`src/hdl/id_consts.svh`:
```
// widths, major opcodes and alu mode codes for the decode stage, include where needed
`ifndef ID_CONSTS_SVH
`define ID_CONSTS_SVH

`define ID_XLEN        64
`define ID_NREGS       32
`define ID_SHAMT_W     6
`define ID_ALU_MODE_W  8

`define ID_OPC_LUI     7'b0110111
`define ID_OPC_AUIPC   7'b0010111
`define ID_OPC_JAL     7'b1101111
`define ID_OPC_JALR    7'b1100111
`define ID_OPC_BRANCH  7'b1100011
`define ID_OPC_LOAD    7'b0000011
`define ID_OPC_STORE   7'b0100011
`define ID_OPC_OPIMM   7'b0010011
`define ID_OPC_OP      7'b0110011
`define ID_OPC_OPIMM32 7'b0011011

`define ID_ALU_ADD     8'd0
`define ID_ALU_SUB     8'd1
`define ID_ALU_SLT     8'd2
`define ID_ALU_SLTU    8'd3
`define ID_ALU_AND     8'd4
`define ID_ALU_OR      8'd6
`define ID_ALU_XOR     8'd7
`define ID_ALU_SLL     8'd8
`define ID_ALU_SRL     8'd9
`define ID_ALU_SRA     8'd10

`endif
```
`src/hdl/id_pkg.sv`:
```
// instruction formats and stage bundles of the decode stage, imported by its modules
`default_nettype none

`include "id_consts.svh"

package id_pkg;

    typedef logic [`ID_XLEN-1:0] xlen_t;
    typedef logic [4:0]          reg_idx_t;

    typedef struct packed {
        logic [6:0] funct7;
        reg_idx_t   rs2;
        reg_idx_t   rs1;
        logic [2:0] funct3;
        reg_idx_t   rd;
        logic [6:0] opcode;
    } r_fmt_t;

    typedef struct packed {
        logic [11:0] imm_11_0;    // shamt in the low bits for shifts
        reg_idx_t    rs1;
        logic [2:0]  funct3;
        reg_idx_t    rd;
        logic [6:0]  opcode;
    } i_fmt_t;

    typedef struct packed {
        logic [6:0] imm_11_5;
        reg_idx_t   rs2;
        reg_idx_t   rs1;
        logic [2:0] funct3;
        logic [4:0] imm_4_0;
        logic [6:0] opcode;
    } s_fmt_t;

    typedef struct packed {
        logic       imm_12;
        logic [5:0] imm_10_5;
        reg_idx_t   rs2;
        reg_idx_t   rs1;
        logic [2:0] funct3;
        logic [3:0] imm_4_1;
        logic       imm_11;
        logic [6:0] opcode;
    } b_fmt_t;

    typedef struct packed {
        logic [19:0] imm_31_12;
        reg_idx_t    rd;
        logic [6:0]  opcode;
    } u_fmt_t;

    typedef struct packed {
        logic       imm_20;
        logic [9:0] imm_10_1;
        logic       imm_11;
        logic [7:0] imm_19_12;
        reg_idx_t   rd;
        logic [6:0] opcode;
    } j_fmt_t;

    typedef union packed {
        logic [31:0] raw;
        r_fmt_t      r;
        i_fmt_t      i;
        s_fmt_t      s;
        b_fmt_t      b;
        u_fmt_t      u;
        j_fmt_t      j;
    } inst_u;

    typedef enum logic [3:0] {
        op_alu, op_branch, op_load, op_store, op_jal, op_jalr, op_lui, op_auipc, op_illegal
    } op_class_e;

    typedef enum logic [1:0] {opa_zero, opa_rs1, opa_pc, opa_imm} opa_sel_e;
    typedef enum logic [1:0] {opb_zero, opb_rs2, opb_shamt, opb_imm} opb_sel_e;

    typedef struct packed {
        xlen_t pc;
        inst_u inst;
    } fetch_t;

    typedef struct packed {
        op_class_e                 op_class;
        logic [2:0]                funct3;
        logic [`ID_ALU_MODE_W-1:0] alu_mode;
        opa_sel_e                  opa_sel;
        opb_sel_e                  opb_sel;
        xlen_t                     imm;       // sign-extended
        logic                      use_rs1;
        logic                      use_rs2;
        reg_idx_t                  rd;
        logic                      wen;
    } dec_t;

    typedef struct packed {
        xlen_t                     pc;
        op_class_e                 op_class;
        logic [2:0]                funct3;
        logic [`ID_ALU_MODE_W-1:0] alu_mode;
        xlen_t                     opa;
        xlen_t                     opb;
        xlen_t                     store_data;
        reg_idx_t                  rd;
        logic                      wen;
    } issue_t;

endpackage

`default_nettype wire

```
`src/hdl/id_top.sv`:
```
// decode stage top level connecting the decode register, decoder and issue block
`default_nettype none
`timescale 1ns/100ps

`include "id_consts.svh"

module id_top (
    input  logic                 clk,
    input  logic                 rst,
    input  logic                 in_valid,
    output logic                 in_ready,
    input  id_pkg::fetch_t       in_fetch,
    output id_pkg::reg_idx_t     rs1_addr,
    output id_pkg::reg_idx_t     rs2_addr,
    input  id_pkg::xlen_t        rs1_data,
    input  id_pkg::xlen_t        rs2_data,
    input  logic [`ID_NREGS-1:0] gpr_busy,
    output logic                 out_valid,
    input  logic                 out_ready,
    output id_pkg::issue_t       out_issue
);
    import id_pkg::*;

    logic   advance;
    logic   held_valid;
    fetch_t held;
    dec_t   dec;

    assign rs1_addr = held.inst.r.rs1;    // register file reads the held word
    assign rs2_addr = held.inst.r.rs2;

    id_stage_reg stage_i (
        .clk        (clk),
        .rst        (rst),
        .in_valid   (in_valid),
        .in_ready   (in_ready),
        .in_fetch   (in_fetch),
        .advance    (advance),
        .held_valid (held_valid),
        .held       (held)
    );

    inst_decoder decode_i (
        .inst (held.inst),
        .dec  (dec)
    );

    operand_issue issue_i (
        .clk        (clk),
        .rst        (rst),
        .held_valid (held_valid),
        .held       (held),
        .dec        (dec),
        .rs1_data   (rs1_data),
        .rs2_data   (rs2_data),
        .gpr_busy   (gpr_busy),
        .advance    (advance),
        .out_valid  (out_valid),
        .out_ready  (out_ready),
        .out_issue  (out_issue)
    );

endmodule

`default_nettype wire

```
`src/hdl/operand_issue.sv`:
```
// scoreboard stall check, operand muxing and the issue register feeding execute
`default_nettype none
`timescale 1ns/100ps

`include "id_consts.svh"

module operand_issue (
    input  logic                 clk,
    input  logic                 rst,
    input  logic                 held_valid,
    input  id_pkg::fetch_t       held,
    input  id_pkg::dec_t         dec,
    input  id_pkg::xlen_t        rs1_data,
    input  id_pkg::xlen_t        rs2_data,
    input  logic [`ID_NREGS-1:0] gpr_busy,
    output logic                 advance,
    output logic                 out_valid,
    input  logic                 out_ready,
    output id_pkg::issue_t       out_issue
);
    import id_pkg::*;

    logic   stall;
    xlen_t  opa;
    xlen_t  opb;
    issue_t nxt;

    assign stall = (dec.use_rs1 && gpr_busy[held.inst.r.rs1]) ||
                   (dec.use_rs2 && gpr_busy[held.inst.r.rs2]);
    assign advance = held_valid && !stall && (!out_valid || out_ready);

    always_comb begin
        case (dec.opa_sel)
            opa_rs1: opa = rs1_data;
            opa_pc:  opa = held.pc;    // pc of this instruction
            opa_imm: opa = dec.imm;
            default: opa = '0;
        endcase
        case (dec.opb_sel)
            opb_rs2:   opb = rs2_data;
            opb_shamt: opb = xlen_t'(rs2_data[`ID_SHAMT_W-1:0]);
            opb_imm:   opb = dec.imm;
            default:   opb = '0;
        endcase
    end

    always_comb begin
        nxt.pc         = held.pc;
        nxt.op_class   = dec.op_class;
        nxt.funct3     = dec.funct3;
        nxt.alu_mode   = dec.alu_mode;
        nxt.opa        = opa;
        nxt.opb        = opb;
        nxt.store_data = rs2_data;
        nxt.rd         = dec.rd;
        nxt.wen        = dec.wen;
    end

    always_ff @(posedge clk) begin
        if (rst) begin
            out_valid <= 1'b0;
        end else if (advance) begin
            out_valid <= 1'b1;
        end else if (out_ready) begin
            out_valid <= 1'b0;    // drained with nothing behind it
        end
    end

    always_ff @(posedge clk) begin
        if (advance) begin
            out_issue <= nxt;
        end
    end

    a_hold_under_backpressure: assert property (@(posedge clk) disable iff (rst)
        out_valid && !out_ready |=> out_valid && $stable(out_issue));

endmodule

`default_nettype wire

```
`src/hdl/inst_decoder.sv`:
```
// combinational RV64I decoder turning the held instruction word into a decode bundle
`default_nettype none
`timescale 1ns/100ps

`include "id_consts.svh"

module inst_decoder (
    input  id_pkg::inst_u inst,
    output id_pkg::dec_t  dec
);
    import id_pkg::*;

    logic [2:0]                f3;
    logic [5:0]                funct6;
    logic                      shift_f3;
    logic                      is_op;       // register-register form
    op_class_e                 cls;
    logic [`ID_ALU_MODE_W-1:0] mode;
    xlen_t                     imm_i;
    xlen_t                     imm_s;
    xlen_t                     imm_b;
    xlen_t                     imm_u;
    xlen_t                     imm_j;
    xlen_t                     imm_sh;

    function automatic logic [`ID_ALU_MODE_W-1:0] alu_mode_of(input logic [2:0] funct3,
                                                              input logic       alt);
        case (funct3)
            3'd0:    return alt ? `ID_ALU_SUB : `ID_ALU_ADD;
            3'd1:    return `ID_ALU_SLL;
            3'd2:    return `ID_ALU_SLT;
            3'd3:    return `ID_ALU_SLTU;
            3'd4:    return `ID_ALU_XOR;
            3'd5:    return alt ? `ID_ALU_SRA : `ID_ALU_SRL;
            3'd6:    return `ID_ALU_OR;
            default: return `ID_ALU_AND;
        endcase
    endfunction

    assign f3       = inst.r.funct3;
    assign funct6   = inst.i.imm_11_0[11:`ID_SHAMT_W];
    assign shift_f3 = f3[1:0] == 2'b01;    // sll, srl, sra

    assign imm_i  = xlen_t'($signed(inst.i.imm_11_0));
    assign imm_s  = xlen_t'($signed({inst.s.imm_11_5, inst.s.imm_4_0}));
    assign imm_b  = xlen_t'($signed({inst.b.imm_12, inst.b.imm_11, inst.b.imm_10_5,
                                     inst.b.imm_4_1, 1'b0}));
    assign imm_u  = xlen_t'($signed({inst.u.imm_31_12, 12'b0}));
    assign imm_j  = xlen_t'($signed({inst.j.imm_20, inst.j.imm_19_12, inst.j.imm_11,
                                     inst.j.imm_10_1, 1'b0}));
    assign imm_sh = xlen_t'(inst.i.imm_11_0[`ID_SHAMT_W-1:0]);

    always_comb begin
        cls   = op_illegal;
        mode  = `ID_ALU_ADD;
        is_op = 1'b0;
        case (inst.r.opcode)
            `ID_OPC_LUI:   cls = op_lui;
            `ID_OPC_AUIPC: cls = op_auipc;
            `ID_OPC_JAL:   cls = op_jal;
            `ID_OPC_JALR:  cls = (f3 == 3'd0) ? op_jalr : op_illegal;
            `ID_OPC_LOAD:  cls = (f3 != 3'd7) ? op_load : op_illegal;    // lb..ld, lbu..lwu
            `ID_OPC_STORE: cls = !f3[2] ? op_store : op_illegal;
            `ID_OPC_BRANCH: begin
                if (f3[2:1] != 2'b01) begin
                    cls  = op_branch;
                    mode = `ID_ALU_SUB;
                end
            end
            `ID_OPC_OPIMM: begin
                if (!shift_f3 || funct6 == 6'b000000 || (f3 == 3'd5 && funct6 == 6'b010000)) begin
                    cls  = op_alu;
                    mode = alu_mode_of(f3, shift_f3 && funct6[4]);
                end
            end
            `ID_OPC_OP: begin
                if (inst.r.funct7 == 7'b0 ||
                    (inst.r.funct7 == 7'b0100000 && (f3 == 3'd0 || f3 == 3'd5))) begin
                    cls   = op_alu;
                    is_op = 1'b1;
                    mode  = alu_mode_of(f3, inst.r.funct7[5]);
                end
            end
            `ID_OPC_OPIMM32: cls = (f3 == 3'd0) ? op_alu : op_illegal;    // addiw only
            default: ;
        endcase
    end

    always_comb begin
        dec.op_class = cls;
        dec.alu_mode = mode;
        dec.funct3   = f3;
        dec.opa_sel  = opa_rs1;
        dec.opb_sel  = opb_imm;
        dec.imm      = imm_i;
        dec.use_rs1  = 1'b1;
        dec.use_rs2  = 1'b0;
        case (cls)
            op_lui, op_auipc, op_jal: begin
                dec.funct3  = 3'd0;
                dec.opa_sel = (cls == op_lui) ? opa_imm : opa_pc;
                dec.opb_sel = (cls == op_lui) ? opb_zero : opb_imm;
                dec.imm     = (cls == op_jal) ? imm_j : imm_u;
                dec.use_rs1 = 1'b0;
            end
            op_branch: begin
                dec.opb_sel = opb_rs2;
                dec.imm     = imm_b;    // branch offset for execute
                dec.use_rs2 = 1'b1;
            end
            op_store: begin
                dec.imm     = imm_s;
                dec.use_rs2 = 1'b1;
            end
            op_alu: begin
                dec.opb_sel = is_op ? (shift_f3 ? opb_shamt : opb_rs2) : opb_imm;
                dec.imm     = is_op ? '0 : (shift_f3 ? imm_sh : imm_i);
                dec.use_rs2 = is_op;
            end
            op_illegal: begin
                dec.funct3  = 3'd0;
                dec.opa_sel = opa_zero;
                dec.opb_sel = opb_zero;
                dec.imm     = '0;
                dec.use_rs1 = 1'b0;
            end
            default: ;    // jalr and loads keep rs1 + imm_i
        endcase
        dec.wen = !(cls inside {op_branch, op_store, op_illegal});
        dec.rd  = dec.wen ? inst.r.rd : '0;
    end

endmodule

`default_nettype wire

```
`src/hdl/id_stage_reg.sv`:
```
// decode register holding one fetched instruction, loaded under the fetch valid/ready handshake
`default_nettype none
`timescale 1ns/100ps

module id_stage_reg (
    input  logic           clk,
    input  logic           rst,
    input  logic           in_valid,
    output logic           in_ready,
    input  id_pkg::fetch_t in_fetch,
    input  logic           advance,
    output logic           held_valid,
    output id_pkg::fetch_t held
);

    assign in_ready = !held_valid || advance;    // empty or leaving this cycle

    always_ff @(posedge clk) begin
        if (rst) begin
            held_valid <= 1'b0;
        end else if (in_ready) begin
            held_valid <= in_valid;
        end
    end

    always_ff @(posedge clk) begin
        if (in_valid && in_ready) begin
            held <= in_fetch;
        end
    end

    // a waiting instruction survives until operand_issue takes it
    a_no_overwrite: assert property (@(posedge clk) disable iff (rst)
        held_valid && !advance |=> held_valid && $stable(held));

endmodule

`default_nettype wire

```
`config.mk`:
```
export PLATFORM = sky130hd
export DESIGN_NAME = id_top
export DESIGN_NICKNAME = d
export VERILOG_FILES = /design/src/hdl/id_pkg.sv /design/src/hdl/id_top.sv /design/src/hdl/operand_issue.sv /design/src/hdl/inst_decoder.sv /design/src/hdl/id_stage_reg.sv
export VERILOG_INCLUDE_DIRS = /design/src /design/src/hdl
export SDC_FILE = /design/constraint.sdc
export NUM_CORES = 1
export LEC_CHECK = 0
export BUFFER_PORTS_ARGS = -buffer_cell sky130_fd_sc_hd__buf_2
export CAP_MARGIN = 10
export CORE_MARGIN = 4
export CORE_UTILIZATION = 28
export DETAILED_ROUTE_END_ITERATION = 7
export PLACE_DENSITY = 0.53
export SLEW_MARGIN = 40
export SYNTH_ARGS = -nofsm -noshare
export SYNTH_HDL_FRONTEND = slang
export SYNTH_SLANG_ARGS = --single-unit
```
`constraint.sdc`:
```
create_clock -name clk -period 17.4 [get_ports clk]
set_clock_uncertainty 0.1 [all_clocks]
set_input_delay 3.48 -clock clk [delete_from_list [all_inputs] [get_ports clk]]
set_output_delay 3.48 -clock clk [all_outputs]
set_load 0.02 [all_outputs]
```
==> impl_metrics.json <==
{
  "numCtsBuffers": 41,
  "synth-edff-count": 369,
  "postLayoutCoreUtil_pct": 37.55,
  "synth-compound-area-share_pct": 11.99,
  "fmaxAchievable_ghz": 0.1107,
  "drtAntennaViolNets": 0,
  "worstPathMaxFanout": 3,
  "tns_ns": 0,
  "core_um2": 51510,
  "crit_start": "gpr_busy[11]",
  "drt-wirelength-per-cell_um": 22.69,
  "start_util_pct": 28.40,
  "fin_total_pwr_uw": 2127,
  "synth_ff_type": "edfxtp_1",
  "routed_via_density": 4.748,
  "yosysWarningCount": 0,
  "ys_ff_latch": 371,
  "post-cts-setup-buffer-count": 0,
  "die_height_um": 236.6,
  "finalCritPeriodShare_pct": 51.91,
  "drive_above_1_share_pct": 47.38,
  "relSlewSlack_pct": 48.46,
  "syn_area_um2": 14630,
  "place_congestion": 0.8000,
  "hold_class": "reg2reg",
  "synth_seq_area_share_pct": 76.01,
  "synthAdderAreaFrac_pct": 0,
  "layout_common_cells": "545 x buf_2, 369 x edfxtp_1, 52 x a21oi_1",
  "cts_root_buffer": "clkbuf_16",
  "io_buffers": 544,
  "hpwl_um": 35320,
  "path_clk_slew_ns": 0.06,
  "r2r-start": "stage_i.held[13]",
  "clockBufferDepth": 3,
  "grt_max_degree": 106,
  "holdCritStartpoint": "stage_i.held[51]",
  "worst_setup_path_end_kind": "output port",
  "cts.repair.resized": 0,
  "h-tree-depth": 2,
  "worst_pin_slew_ns": 0.7732,
  "peakVddDrop_mv": 0.07534,
  "setup_viol": 0,
  "antenna_found_initial": 6,
  "p_per_area_nw_per_um2": 110.0,
  "synthTopCellsByArea": "edfxtp_1 76%, mux4_2 3.1%, a221o_1 2.3%",
  "grtUsageTotal_pct": 16.32,
  "power.leakage_uw": 0.007485,
  "cts-hold-fix-buffers": 0,
  "maxCapViolations": 0,
  "ys_types": 71,
  "synth_cells": 861,
  "async_flop_share_pct": 0,
  "outcome": "complete, no violations",
  "final_max_slew_viol_count": 0,
  "pin_count": 549,
  "grt-ovfl-total": 0,
  "clk_latency_ns": 0.55,
  "via_count": 10040,
  "die_x_um": 236.6,
  "wl_um": 47980,
  "criticalPathCategory": "in2out",
  "synth_area_leader_cell": "edfxtp_1",
  "cts_tree": "yes",
  "dr.pass1.iters": 5,
  "hold_violations": 0,
  "critPathRequiredTime_ns": 13.82,
  "rsz0062_at_grt": "false",
  "postPlaceCellArea_um2": 18000,
  "fin_area_um2": 19340,
  "fin_crit_ns": 9.033,
  "synth.mux.area_fraction_pct": 3.284,
  "drc": 0,
  "fp-row-count": 83,
  "grt_pass1_vias": 10300,
  "synth_top_family_by_area": "compound AO/OA/AOI/OAI gates",
  "grt_pass1_wl_um": 68410,
  "final_common_cell": "buf_2",
  "area_delta_synth_final_pct": 32.20,
  "synth-xor-area-share_pct": 0.05986,
  "avgSynthCellArea_um2": 16.99,
  "synth_top_area_share_pct": 75.74,
  "initialDrtViolationCount": 552,
  "start_kind": "primary input",
  "synth-simple-area-share_pct": 5.482,
  "dieArea_um2": 55970,
  "final_nets": 1656,
  "crit_arrival_ns": 5.45,
  "numClockSinks": 371
}
-- synthesized netlist by cell type (all sizes together), types with 8 or more instances --
library cell and instances:
edfxtp 369, a21oi 63, buf 56, nor2 49
nand2 46, o21ai 41, a221o 33, a22oi 25
mux4 20, a2bb2oi 19, clkbuf 17, a22o 11
and3 9, a221oi 8, nand2b 8
-- layout make-up --
class | count | area (um2)
repair buffers | 562 | 2934
diodes | 6 | 15.01
flip-flops and latches | 371 | 11120
well taps | 680 | 850.8
fillers | 4993 | 32170
clock inverters | 21 | 176.4
multi-input cells | 414 | 3100
inverters | 6 | 22.52
clock buffers | 55 | 1121
-- power by group --
group	switching (uW)	leakage, uW	total, uW	internal, uW
Clock	344	0.000627	841	497
Sequential	24.4	0.00353	1070	1040
Combinational	141	0.00333	218	77.2
-- worst max-delay path, stage by stage --
cell,delay (ns)
buf_2,0.11
mux4_2,0.46
mux4_2,0.48
mux2i_1,0.15
o32ai_1,0.13
o21ai_1,0.40
buf_2,0.24
-- routing by layer --
layer	GRT usage, %	vias to the layer above	routed length, um	share of wire [%]
met5	0	-	31	0.065
met4	4.636	4	1117	2.3
met3	5.288	79	4205	8.8
met2	28.10	466	24080	50
met1	19.69	4958	18550	39
li1	-	4535	-	-
-- path summary, 6_finish.rpt --
path | to | depth (start not counted) | slack [ns]
min reg2reg | issue_i.out_issue[232] | 0 | 0.35
max | in_ready | 7 | 8.37
max reg2reg | stage_i.held[47] | 8 | 12.56
min | issue_i.out_issue[232] | 0 | 0.35
-- logic make-up (layout without fill, tap and decap cells) --
family | after synthesis | count (layout)
xor+xnor | 1 | 1
buf+inv | 79 | 644
flops | 371 | 371
other cells | 1 | 10
compound gates | 229 | 229
mux | 23 | 23
simple gates | 157 | 157
-- through the flow --
stage	setup slack, ns	cells	hold WS [ns]
finish	8.367	2115	0.3471
global route	8.286	2112	0.3496
CTS	8.310	2108	0.3450
detailed placement	8.318	2032	0.3362
global placement	8.343	2026	0.3289
floorplan	0.1734	864	0.3273
-- flip-flops by register name (all words and copies together), names as in the netlist --
register	flops
issue_i.out_issue	273
stage_i.held	96
issue_i.out_valid	1
stage_i.held_valid	1
Note: power is estimated with default switching activity, not from simulation.
